--- src/hdl/cpu_profile_pkg.sv ---
`default_nettype none

package cpu_profile_pkg;

  // machine width of the integer datapath for rv32.
  localparam int unsigned XLEN = 32;

  // enough bits to hold any shift amount for XLEN.
  localparam int unsigned SHAMT_W = $clog2(XLEN);

endpackage

`default_nettype wire

--- src/hdl/decode_pkg.sv ---
`default_nettype none

package decode_pkg;
  import cpu_profile_pkg::*;

  typedef enum logic [3:0] {
    ALU_ADD,
    ALU_SUB,
    ALU_AND,
    ALU_OR,
    ALU_XOR,
    ALU_SLT,
    ALU_SLTU,
    ALU_SLL,
    ALU_SRL,
    ALU_SRA
  } alu_op_e;

  typedef enum logic [1:0] {
    id2ex_buf,   // value read by decode from the register file.
    mem_forward, // newest result in the history.
    wb_forward   // the result before that.
  } alu_data_sel_e;

  typedef enum logic {
    src1_rs1,
    src1_pc
  } alu_src1_sel_e;

  typedef enum logic {
    src2_rs2,
    src2_imm
  } alu_src2_sel_e;

  typedef enum logic [2:0] {
    CMP_NONE,
    CMP_EQ,
    CMP_NE,
    CMP_LT,
    CMP_GE,
    CMP_LTU,
    CMP_GEU
  } cmp_op_e;

  typedef enum logic {
    JB_PC,
    JB_ALU
  } jump_base_sel_e;

  // one decoded micro-op as handed over by decode.
  typedef struct packed {
    logic [XLEN-1:0] pc;
    logic [XLEN-1:0] rs1_data;
    logic [XLEN-1:0] rs2_data;
    logic [XLEN-1:0] imm;
    alu_op_e         alu_op;
    alu_data_sel_e   rs1_sel;
    alu_data_sel_e   rs2_sel;
    alu_src1_sel_e   src1_sel;
    alu_src2_sel_e   src2_sel;
    cmp_op_e         cmp_op;
    jump_base_sel_e  jump_base_sel;
  } ex_cmd_t;

  typedef struct packed {
    logic [XLEN-1:0] alu_result;
    logic [XLEN-1:0] mem_wdata;
    logic [XLEN-1:0] pc_target;
    logic            branch_taken;
  } ex_result_t;

  typedef enum logic [1:0] {
    ST_IDLE,
    ST_EXEC,
    ST_SHIFT,
    ST_DONE
  } ex_state_e;

endpackage

`default_nettype wire

--- src/hdl/ex_alu.sv ---
`default_nettype none

module ex_alu
  import cpu_profile_pkg::*;
  import decode_pkg::*;
(
  input  logic            clk_i,
  input  logic            arst_n_i,
  input  alu_op_e         alu_op_i,
  input  logic [XLEN-1:0] src1_i,
  input  logic [XLEN-1:0] src2_i,
  input  logic            shift_load_i,
  input  logic            shift_step_i,
  output logic [XLEN-1:0] alu_result_o
);

  logic [XLEN-1:0] shift_q;

  // one bit position per step, direction taken from the opcode.
  always_ff @(posedge clk_i or negedge arst_n_i) begin
    if (!arst_n_i) begin
      shift_q <= '0;
    end else if (shift_load_i) begin
      shift_q <= src1_i;
    end else if (shift_step_i) begin
      unique case (alu_op_i)
        ALU_SLL: shift_q <= {shift_q[XLEN-2:0], 1'b0};
        ALU_SRA: shift_q <= {shift_q[XLEN-1], shift_q[XLEN-1:1]}; // keeps the sign bit.
        default: shift_q <= {1'b0, shift_q[XLEN-1:1]};
      endcase
    end
  end

  always_comb begin
    unique case (alu_op_i)
      ALU_ADD:  alu_result_o = src1_i + src2_i;
      ALU_SUB:  alu_result_o = src1_i - src2_i;
      ALU_AND:  alu_result_o = src1_i & src2_i;
      ALU_OR:   alu_result_o = src1_i | src2_i;
      ALU_XOR:  alu_result_o = src1_i ^ src2_i;
      ALU_SLT:  alu_result_o = {{(XLEN-1){1'b0}}, $signed(src1_i) < $signed(src2_i)};
      ALU_SLTU: alu_result_o = {{(XLEN-1){1'b0}}, src1_i < src2_i};
      ALU_SLL,
      ALU_SRL,
      ALU_SRA:  alu_result_o = shift_q;
      default:  alu_result_o = '0;
    endcase
  end

endmodule

`default_nettype wire

--- src/hdl/ex_cmp.sv ---
`default_nettype none

module ex_cmp
  import cpu_profile_pkg::*;
  import decode_pkg::*;
(
  input  cmp_op_e         cmp_op_i,
  input  logic [XLEN-1:0] data1_i,
  input  logic [XLEN-1:0] data2_i,
  output logic            branch_taken_o
);

  logic eq;
  logic lt_s;
  logic lt_u;

  assign eq   = (data1_i == data2_i);
  assign lt_s = ($signed(data1_i) < $signed(data2_i));
  assign lt_u = (data1_i < data2_i);

  always_comb begin
    unique case (cmp_op_i)
      CMP_EQ:  branch_taken_o = eq;
      CMP_NE:  branch_taken_o = !eq;
      CMP_LT:  branch_taken_o = lt_s;
      CMP_GE:  branch_taken_o = !lt_s;
      CMP_LTU: branch_taken_o = lt_u;
      CMP_GEU: branch_taken_o = !lt_u;
      default: branch_taken_o = 1'b0; // not a branch.
    endcase
  end

endmodule

`default_nettype wire

--- src/hdl/ex_ctrl_fsm.sv ---
`default_nettype none

module ex_ctrl_fsm
  import decode_pkg::*;
(
  input  logic    clk_i,
  input  logic    arst_n_i,
  input  logic    req_i,
  input  ex_cmd_t cmd_i,
  input  logic    shift_done_i,
  output ex_cmd_t cmd_q_o,
  output logic    shift_load_o,
  output logic    shift_step_o,
  output logic    res_we_o,
  output logic    ack_o
);

  ex_state_e state_q;
  ex_state_e state_d;
  ex_cmd_t   cmd_q;
  logic      cap_en;
  logic      is_shift;

  assign is_shift = (cmd_q.alu_op == ALU_SLL) ||
                    (cmd_q.alu_op == ALU_SRL) ||
                    (cmd_q.alu_op == ALU_SRA);

  always_comb begin
    state_d      = state_q;
    cap_en       = 1'b0;
    shift_load_o = 1'b0;
    shift_step_o = 1'b0;
    res_we_o     = 1'b0;
    unique case (state_q)
      ST_IDLE: begin
        if (req_i) begin
          cap_en  = 1'b1;
          state_d = ST_EXEC;
        end
      end
      ST_EXEC: begin
        if (is_shift) begin
          shift_load_o = 1'b1; // shifter takes src1, counter takes the amount.
          state_d      = ST_SHIFT;
        end else begin
          res_we_o = 1'b1;
          state_d  = ST_DONE;
        end
      end
      ST_SHIFT: begin
        if (shift_done_i) begin
          res_we_o = 1'b1;
          state_d  = ST_DONE;
        end else begin
          shift_step_o = 1'b1;
        end
      end
      ST_DONE: begin
        if (!req_i) begin
          state_d = ST_IDLE; // producer has seen ack.
        end
      end
    endcase
  end

  always_ff @(posedge clk_i or negedge arst_n_i) begin
    if (!arst_n_i) begin
      state_q <= ST_IDLE;
    end else begin
      state_q <= state_d;
    end
  end

  always_ff @(posedge clk_i) begin
    if (cap_en) begin
      cmd_q <= cmd_i;
    end
  end

  assign cmd_q_o = cmd_q;
  assign ack_o   = (state_q == ST_DONE); // held until req_i drops.

endmodule

`default_nettype wire

--- src/hdl/ex_operand_sel.sv ---
`default_nettype none

module ex_operand_sel
  import cpu_profile_pkg::*;
  import decode_pkg::*;
(
  input  ex_cmd_t         cmd_i,
  input  logic [XLEN-1:0] mem_fwd_i,
  input  logic [XLEN-1:0] wb_fwd_i,
  output logic [XLEN-1:0] rs2_data_o,
  output logic [XLEN-1:0] src1_o,
  output logic [XLEN-1:0] src2_o
);

  logic [XLEN-1:0] rs1_data;
  logic [XLEN-1:0] rs2_data;

  always_comb begin
    unique case (cmd_i.rs1_sel)
      id2ex_buf:   rs1_data = cmd_i.rs1_data;
      mem_forward: rs1_data = mem_fwd_i;
      wb_forward:  rs1_data = wb_fwd_i;
      default:     rs1_data = '0; // encoding 3 is never issued.
    endcase
  end

  always_comb begin
    unique case (cmd_i.rs2_sel)
      id2ex_buf:   rs2_data = cmd_i.rs2_data;
      mem_forward: rs2_data = mem_fwd_i;
      wb_forward:  rs2_data = wb_fwd_i;
      default:     rs2_data = '0;
    endcase
  end

  assign rs2_data_o = rs2_data; // store data follows the forwarded rs2.

  always_comb begin
    unique case (cmd_i.src1_sel)
      src1_rs1: src1_o = rs1_data;
      src1_pc:  src1_o = cmd_i.pc; // auipc and jal style operand.
    endcase
  end

  always_comb begin
    unique case (cmd_i.src2_sel)
      src2_rs2: src2_o = rs2_data;
      src2_imm: src2_o = cmd_i.imm;
    endcase
  end

endmodule

`default_nettype wire

--- src/hdl/ex_result_regs.sv ---
`default_nettype none

module ex_result_regs
  import cpu_profile_pkg::*;
  import decode_pkg::*;
(
  input  logic            clk_i,
  input  logic            arst_n_i,
  input  logic            we_i,
  input  ex_result_t      result_i,
  output ex_result_t      result_o,
  output logic [XLEN-1:0] mem_fwd_o,
  output logic [XLEN-1:0] wb_fwd_o
);

  ex_result_t      result_q;
  logic [XLEN-1:0] mem_fwd_q;
  logic [XLEN-1:0] wb_fwd_q;

  // each write pushes the history one stage down, as mem moves into wb.
  always_ff @(posedge clk_i or negedge arst_n_i) begin
    if (!arst_n_i) begin
      result_q  <= '0;
      mem_fwd_q <= '0;
      wb_fwd_q  <= '0;
    end else if (we_i) begin
      result_q  <= result_i;
      mem_fwd_q <= result_i.alu_result;
      wb_fwd_q  <= mem_fwd_q;
    end
  end

  assign result_o  = result_q;
  assign mem_fwd_o = mem_fwd_q;
  assign wb_fwd_o  = wb_fwd_q;

endmodule

`default_nettype wire

--- src/hdl/ex_shift_counter.sv ---
`default_nettype none

module ex_shift_counter
  import cpu_profile_pkg::*;
(
  input  logic               clk_i,
  input  logic               arst_n_i,
  input  logic               load_i,
  input  logic [SHAMT_W-1:0] amount_i,
  input  logic               step_i,
  output logic               done_o
);

  logic [SHAMT_W-1:0] count_q;

  always_ff @(posedge clk_i or negedge arst_n_i) begin
    if (!arst_n_i) begin
      count_q <= '0;
    end else if (load_i) begin
      count_q <= amount_i;
    end else if (step_i && !done_o) begin
      count_q <= count_q - 1'b1;
    end
  end

  // a zero amount reports done on the first shift cycle.
  assign done_o = (count_q == '0);

endmodule

`default_nettype wire

--- src/hdl/ex_stage_top.sv ---
`default_nettype none

module ex_stage_top
  import cpu_profile_pkg::*;
  import decode_pkg::*;
(
  input  logic       clk_i,
  input  logic       arst_n_i,
  input  logic       req_i,
  input  ex_cmd_t    cmd_i,
  output logic       ack_o,
  output ex_result_t result_o
);

  ex_cmd_t         cmd_q;
  ex_result_t      result_d;
  logic            shift_load;
  logic            shift_step;
  logic            shift_done;
  logic            res_we;
  logic            branch_taken;
  logic [XLEN-1:0] mem_fwd;
  logic [XLEN-1:0] wb_fwd;
  logic [XLEN-1:0] rs2_data;
  logic [XLEN-1:0] src1;
  logic [XLEN-1:0] src2;
  logic [XLEN-1:0] alu_result;

  ex_ctrl_fsm i_ex_ctrl_fsm (
    .clk_i       (clk_i),
    .arst_n_i    (arst_n_i),
    .req_i       (req_i),
    .cmd_i       (cmd_i),
    .shift_done_i(shift_done),
    .cmd_q_o     (cmd_q),
    .shift_load_o(shift_load),
    .shift_step_o(shift_step),
    .res_we_o    (res_we),
    .ack_o       (ack_o)
  );

  ex_operand_sel i_ex_operand_sel (
    .cmd_i     (cmd_q),
    .mem_fwd_i (mem_fwd),
    .wb_fwd_i  (wb_fwd),
    .rs2_data_o(rs2_data),
    .src1_o    (src1),
    .src2_o    (src2)
  );

  ex_alu i_ex_alu (
    .clk_i       (clk_i),
    .arst_n_i    (arst_n_i),
    .alu_op_i    (cmd_q.alu_op),
    .src1_i      (src1),
    .src2_i      (src2),
    .shift_load_i(shift_load),
    .shift_step_i(shift_step),
    .alu_result_o(alu_result)
  );

  ex_cmp i_ex_cmp (
    .cmp_op_i      (cmd_q.cmp_op),
    .data1_i       (src1),
    .data2_i       (src2),
    .branch_taken_o(branch_taken)
  );

  ex_shift_counter i_ex_shift_counter (
    .clk_i   (clk_i),
    .arst_n_i(arst_n_i),
    .load_i  (shift_load),
    .amount_i(src2[SHAMT_W-1:0]),
    .step_i  (shift_step),
    .done_o  (shift_done)
  );

  assign result_d.alu_result   = alu_result;
  assign result_d.mem_wdata    = rs2_data;
  assign result_d.branch_taken = branch_taken;
  // jal and branches use pc plus imm, jalr takes the alu sum.
  assign result_d.pc_target    = (cmd_q.jump_base_sel == JB_PC) ? cmd_q.pc + cmd_q.imm
                                                                : alu_result;

  ex_result_regs i_ex_result_regs (
    .clk_i    (clk_i),
    .arst_n_i (arst_n_i),
    .we_i     (res_we),
    .result_i (result_d),
    .result_o (result_o),
    .mem_fwd_o(mem_fwd),
    .wb_fwd_o (wb_fwd)
  );

endmodule

`default_nettype wire

--- config.mk ---
export PLATFORM = sky130hd
export DESIGN_NAME = ex_stage_top
export DESIGN_NICKNAME = d
export VERILOG_FILES = /design/src/hdl/cpu_profile_pkg.sv /design/src/hdl/decode_pkg.sv /design/src/hdl/ex_alu.sv /design/src/hdl/ex_cmp.sv /design/src/hdl/ex_ctrl_fsm.sv /design/src/hdl/ex_operand_sel.sv /design/src/hdl/ex_result_regs.sv /design/src/hdl/ex_shift_counter.sv /design/src/hdl/ex_stage_top.sv
export SDC_FILE = /design/constraint.sdc
export NUM_CORES = 1
export LEC_CHECK = 0
export BUFFER_PORTS_ARGS = -buffer_cell sky130_fd_sc_hd__buf_2
export CAP_MARGIN = 5
export CORE_UTILIZATION = 54
export DETAILED_ROUTE_END_ITERATION = 10
export PLACE_DENSITY = 0.78
export SLEW_MARGIN = 30
export SYNTH_ARGS = -nofsm -noshare
export SYNTH_HDL_FRONTEND = slang
export SYNTH_SLANG_ARGS = --single-unit
--- constraint.sdc ---
create_clock -name clk_i -period 4.8 [get_ports clk_i]
set_clock_uncertainty 0.15 [all_clocks]
set_input_delay 0.48 -clock clk_i [delete_from_list [all_inputs] [get_ports clk_i]]
set_output_delay 0.48 -clock clk_i [all_outputs]
set_load 0.03 [all_outputs]
==> flow_metrics.py, run 1 <==
metrics = {
    "status": {
        "status": "completed",
    },
    "min_path": {
        "min_path_type": "in -> reg",
        "hp-start": "req_i",
        "min_path_cells": 4,
    },
    "placed_design": {
        "gp_congestion": 0.977,
        "dp_slack_ps": -338,
        "dp_cells": 2973,
        "dp_hpwl_um": 54600,
        "numPortBuffers": 242,
    },
    "critical_path": {
        "crit_fanout": 20,
        "crit_arrival_ps": 5000,
        "cp.required_ps": 5070,
        "start_kind": "flop",
        "critPathKind": "reg -> reg",
        "timing.rr.start": "i_ex_ctrl_fsm.cmd_q_o[7]",
        "end_kind": "flop",
        "startpoint": "i_ex_ctrl_fsm.cmd_q_o[7]",
        "rr_worst_depth": 19,
    },
    "clocking": {
        "cts.clk_slew.worst_paths_ps": 60,
        "cts_buffers": 34,
        "clock_path_buffers": 3,
        "clk_latency_ps": 560,
        "root_buffer": "clkbuf_16",
        "cts_tree": "done",
        "cts_sinks": 310,
        "cts_max_level": 2,
    },
    "synthesis": {
        "avgSynthCellArea_um2": 9.17,
        "ys_seq_elements": 310,
        "syn_inst": 2206,
        "synth_area_leader_cell": "edfxtp_1",
        "ys_warn_count": 0,
        "netlist_area_mm2": 0.0202,
        "ys_seq_area_share_pct": 41.9,
        "synth_edf_count": 142,
        "yosysUniqueCellTypes": 79,
        "synth.area.top_cells": "edfxtp_1 21%, dfrtp_1 21%, ha_1 8.3%, nand2_1 7.8%, mux2i_1 7.8%",
        "async_flop_share_pct": 54.2,
        "synthFlopType": "dfrtp_1",
        "syn_nets": 2488,
        "synth_top_area_share_pct": 21.1,
    },
    "route": {
        "routed.top_layer": "met5",
        "wl_met3_um": 8860,
        "vias": 19900,
        "firstDrtPassIters": 6,
        "vias_per_cell": 6.25,
        "ant_nets": 0,
        "wl_per_cell_um": 24.4,
        "wl_met2_um": 33600,
        "drt-initial-drc-count": 2127,
        "drc_errors": 0,
        "routed_wirelength_um": 77500,
        "wirelength_met1_um": 32600,
    },
    "cells_and_area": {
        "fillers": 2682,
        "drive_above_1_share_pct": 20.7,
        "area_growth_pct": 27.8,
        "final_common_cell": "nand2_1",
        "antenna_cells": 0,
        "fin_cells": 3180,
        "ff_latch_area_mm2": 0.00847,
        "final_nets": 2969,
        "final_cell_mix": "420 x nand2_1, 241 x buf_2, 184 x buf_4",
        "multi_input_area_mm2": 0.0110,
    },
    "global_route": {
        "first_global_vias": 19200,
        "antenna_found_initial": 1,
        "grt_overflow": 0,
        "grtUsageTotal_pct": 40.2,
        "grt_pass1_wl_um": 116000,
        "grt_start_max_net_pins": 143,
    },
    "pwr": {
        "ir_drop_uv": 443,
        "power_density_mw_per_mm2": 644,
        "power.total_w": 0.0167,
        "p_leak_nw": 12.1,
    },
    "timing": {
        "fmax_mhz": 211,
        "hold_viol_final": 0,
        "period_needed_ps": 4730,
        "tightest_slew_ps": 1130,
        "min_period_over_period_pct": 98.5,
        "slew_violations": 0,
        "setup_violations": 0,
        "timing.slew.headroom_pct": 24.4,
        "timing.final.ws_setup_ps": 70.0,
    },
    "floorplan": {
        "ios": 243,
        "std_cell_rows": 70,
        "die_area_mm2": 0.0382,
        "coreArea_mm2": 0.0367,
        "die_w_um": 196,
        "fp.dieH_um": 196,
        "initial_utilization_pct": 55.1,
    },
    "flow_run": {
        "drv_cap": 0,
    },
}
area by class of cell:
class	instances	area share, %
flip-flops and latches	310	32.7
multi-input cells	1645	42.6
repair buffers	580	16.3
well taps	468	2.26
inverters	116	1.68
clock inverters	13	0.677
clock buffers	48	3.73
sequential cells by signal (all words and copies together) (netlist names):
signal / count
i_ex_alu.shift_q: 32
i_ex_shift_counter.count_q: 5
i_ex_result_regs.wb_fwd_o: 32
i_ex_ctrl_fsm.state_q: 2
i_ex_result_regs.result_o: 97
i_ex_ctrl_fsm.cmd_q_o: 142
cells in the mapped netlist (all sizes together), types with 6 or more instances:
master,number
o21ai,199
a221o,11
nor3,27
a31oi,16
xor2,16
a221oi,27
and3,10
o21a,22
mux2,19
o22ai,9
ha,134
a311oi,7
or3,11
nand2b,13
xnor2,34
o31ai,7
a211o,7
buf,23
a222oi,6
or2,8
a211oi,16
inv,116
or4,7
clkbuf,112
mux2i,157
a21o,33
nand3,18
dfrtp,168
nor2b,18
and2,9
edfxtp,142
o211ai,50
nand3b,8
nand4,10
a21oi,109
nor2,101
nor4,16
nand2,422
o21bai,22
per-stage QoR:
step                hold slack, ps  cell area (um2)  utilization [%]  TNS (ps)
detailed placement             308            23100             62.9     -6260
finish                         172            25900             70.5         0
floorplan                     34.4            20200                -         0
CTS                            150            25700             70.0         0
global route                   200            25900             70.5      -184
global placement               306            23100             62.9     -2060
timing repair:
item	4_1_cts	5_1_grt
resized for setup	7	35
hold buffers	143	0
pin swaps	0	4
hold endpoints to repair	214	0
buffers inserted	0	3
gates cloned	0	0
endpoints found under the setup margin	38	42
cell families after synthesis:
group	Yosys count	synth area share, %
xor+xnor	50	2.16
mux	176	8.82
flops	310	41.9
buf+inv	251	4.72
simple gates	687	14.7
compound gates	595	19.1
fa+ha+maj	137	8.58
final timing paths:
path / slack (ps) / endpoint
min in group asynchronous: 370 / i_ex_alu.shift_q[29]
worst max-delay path: 70 / i_ex_result_regs.result_o[27]
worst min register to register: 320 / i_ex_result_regs.result_o[57]
worst max register to register: 70 / i_ex_result_regs.result_o[27]
max in group asynchronous: 2860 / i_ex_result_regs.result_o[46]
worst min-delay path: 170 / i_ex_ctrl_fsm.state_q[1]
per-layer routing:
metal,up-vias,GRT usage (%)
li1,8865,-
met2,1272,60.1
met4,2,12.4
met3,205,10.7
met1,9536,56.8
met5,-,0
critical path, stage by stage (launching register included):
cell and delay, ps:
edfxtp_1 430, buf_6 180, nor2b_4 140, buf_12 150, buf_6 200, nand2_1 100
o21ai_0 210, mux2i_2 220, ha_1 360, or4_1 620, nor4_2 160, o221a_1 230
or4_4 180, a311oi_2 150, a211oi_1 270, a21oi_1 100, xnor2_1 190, a221oi_1 310
buf_4 170, o211ai_1 70
power breakdown:
group | switching [W] | total [W] | internal, W
registers | 0.000936 | 0.00465 | 0.00371
clock network | 0.00116 | 0.00274 | 0.00158
logic | 0.00581 | 0.00926 | 0.00345
total | 0.00791 | 0.0167 | 0.00874
No activity file was read; power rests on OpenSTA's default activity.
==> inputs of run 2 (changes only) <==
Settings changed: CORE_MARGIN set to 2.
==> run 2 against run 1 <==
First-iteration DRC count up 6.7%. Fmax up 0.38%. Via count shrank 0.24%. Core utilization shrank 0.88 points. Sequential share of layout area grew 0.33 points. Total power decreased by 1.4%. Clock power fell by 5%. Sequential cell count unchanged. Critical endpoint is now i_ex_result_regs.result_o[0]. Sequential power hardly changed. Clock-buffer cell count decreased by 3. Worst hold slack got worse by 160 ps. Die area is 2.1% higher.
==> flow_metrics.py, run 2 (synthesis results as in run 1) <==
metrics = {
    "status": {
        "status": "completed",
    },
    "route": {
        "firstDrtPassIters": 5,
        "drt-initial-drc-count": 2269,
        "ant_nets": 0,
        "vias_per_cell": 6.30,
        "wl_per_cell_um": 24.3,
        "drc_errors": 0,
        "routed_wirelength_um": 76500,
        "vias": 19800,
    },
    "global_route": {
        "grt_start_max_net_pins": 90,
        "grtUsageTotal_pct": 39.0,
        "first_global_vias": 19500,
        "grt_pass1_wl_um": 116000,
        "grt_overflow": 0,
        "antenna_found_initial": 0,
    },
    "cells_and_area": {
        "fin_cells": 3149,
        "drive_above_1_share_pct": 20.1,
        "area_growth_pct": 26.5,
        "largest_register_ffs": 142,
        "final_cell_mix": "420 x nand2_1, 241 x buf_2, 174 x o21ai_0",
        "final_core_util_pct": 69.6,
        "antenna_cells": 0,
        "final_common_cell": "nand2_1",
        "final_nets": 2937,
    },
    "placed_design": {
        "gp_congestion": 1.02,
        "dp_hpwl_um": 53700,
        "numPortBuffers": 242,
        "dp_cells": 2941,
    },
    "pwr": {
        "p_leak_nw": 11.9,
        "sw_frac_of_total_pct": 48.1,
        "seqPwrFrac_pct": 28.1,
        "intPower_w": 0.00853,
        "clkPwrFrac_pct": 15.8,
        "ir_drop_uv": 438,
        "power_density_mw_per_mm2": 642,
        "power_switching_w": 0.00790,
        "p_comb_share_pct": 56.1,
    },
    "floorplan": {
        "initial_utilization_pct": 55.0,
        "fp.dieH_um": 198,
        "std_cell_rows": 70,
        "die_area_mm2": 0.0390,
        "die_w_um": 198,
        "coreArea_mm2": 0.0368,
        "ios": 243,
    },
    "clocking": {
        "root_buffer": "clkbuf_16",
        "cts_sinks": 310,
        "cts_tree": "done",
        "clock_path_buffers": 3,
        "cts_max_level": 2,
        "cts_buffers": 35,
        "cts.clk_slew.worst_paths_ps": 60,
        "clk_latency_ps": 560,
    },
    "critical_path": {
        "cp.required_ps": 5070,
        "cp_cell_sequence": "buf_6 -> mux2i_1 -> o21ai_0 -> mux2i_1 -> ha_1 -> or3_1 -> o221a_1 -> or4_4 -> a211o_4 -> o21ai_2 -> o41ai_4 -> or4_1 -> a31oi_1 -> o31ai_1",
        "path_delay_family": "compound AO/OA/AOI/OAI gates",
        "max_stage_delay_ps": 560,
        "timing.rr.start": "i_ex_ctrl_fsm.cmd_q_o[7]",
        "critPathKind": "reg -> reg",
        "path_buf_inv": 1,
        "rr_worst_depth": 14,
        "reg2reg_slack_ps": 90,
        "start_kind": "flop",
        "crit_arrival_ps": 4980,
        "end_kind": "flop",
        "cp_common_cell": "mux2i_1",
        "crit_fanout": 10,
        "r2r-end": "i_ex_result_regs.result_o[0]",
        "worst_path_max_delay_cell": "or4_4",
    },
    "flow_run": {
        "drv_cap": 0,
    },
    "timing": {
        "period_needed_ps": 4710,
        "fmax_mhz": 212,
        "min_period_over_period_pct": 98.2,
        "setup_violations": 0,
        "timing.slew.headroom_pct": 37.6,
        "fin_tns_setup_ps": 0,
        "hold_viol_final": 0,
        "slew_violations": 0,
        "tightest_slew_ps": 923,
    },
    "min_path": {
        "min_to": "i_ex_ctrl_fsm.cmd_q_o[29]",
        "min_path_type": "in -> reg",
        "hp-start": "cmd_i[29]",
        "min_path_cells": 1,
    },
}
==> run 2: cell count changes in the layout (fill, tap and decap cells not counted), sizes merged <==
cell,before,now
buf,437,404
clkinv,8,14
clkinvlp,1,3
inv,117,116
clkbuf,48,46
dlygate4sd3,143,142
bufinv,3,1
==> run 2: final cells by class <==
| cell class | instances | area [um2] |
|---|---|---|
| Tap cell | 468 | 586 |
| Multi-Input combinational cell | 1645 | 11100 |
| Sequential cell | 310 | 8470 |
| Clock inverter | 18 | 154 |
| Clock buffer | 45 | 913 |
| Timing Repair Buffer | 547 | 3960 |
| Fill cell | 2779 | 11200 |
| Inverter | 116 | 435 |
==> run 2: metal layers <==
metal / GRT usage [%] / part of all wire (%)
met1: 55.3 / 42
met2: 58.1 / 44
met3: 10.3 / 11
met4: 12.3 / 3.2
met5: 0 / 0
==> run 2: per-stage QoR <==
stage	power (W)	hold slack (ps)	instance area, um2	setup WS [ps]
6_report	0.0164	10.9	25600	87.8
3_5_place_dp	0.0132	308	22900	18.3
5_1_grt	0.0173	-0.314	25600	-29.4
4_1_cts	0.0159	11.9	25300	14.1
2_1_floorplan	0.00988	34.4	20200	201
3_3_place_gp	0.0130	306	22800	-47.3
==> run 2: how the worst max path moves through the flow <==
stage | startpoint | to | slack (ps) | cells past startpoint
after floorplan | i_ex_ctrl_fsm.state_q[0] | i_ex_ctrl_fsm.cmd_q_o[0] | 200 | 3
after global placement | i_ex_ctrl_fsm.cmd_q_o[9] | i_ex_result_regs.result_o[0] | -50 | 15
after detailed placement | i_ex_ctrl_fsm.cmd_q_o[7] | i_ex_result_regs.result_o[65] | 20 | 17
after CTS | i_ex_ctrl_fsm.cmd_q_o[7] | i_ex_result_regs.result_o[1] | 10 | 17
after global routing | i_ex_ctrl_fsm.cmd_q_o[9] | i_ex_result_regs.result_o[29] | -30 | 24
final | i_ex_ctrl_fsm.cmd_q_o[7] | i_ex_result_regs.result_o[0] | 90 | 14
==> run 2: repair_timing <==
item / in CTS / in global routing
setup buffers: 0 / 3
setup endpoints to repair: 0 / 34
hold buffers: 142 / 0
gates resized for setup: 0 / 52
hold endpoints to repair: 229 / 0
==> run 2: power by group through the flow <==
stage / Combinational, W / Sequential (W) / Clock [W]
5_1_grt: 0.00989 / 0.00467 / 0.00272
6_report: 0.00921 / 0.00462 / 0.00259
3_3_place_gp: 0.00845 / 0.00454 / 0
4_1_cts: 0.00876 / 0.00453 / 0.00260
3_5_place_dp: 0.00862 / 0.00455 / 0
2_1_floorplan: 0.00488 / 0.00500 / 0
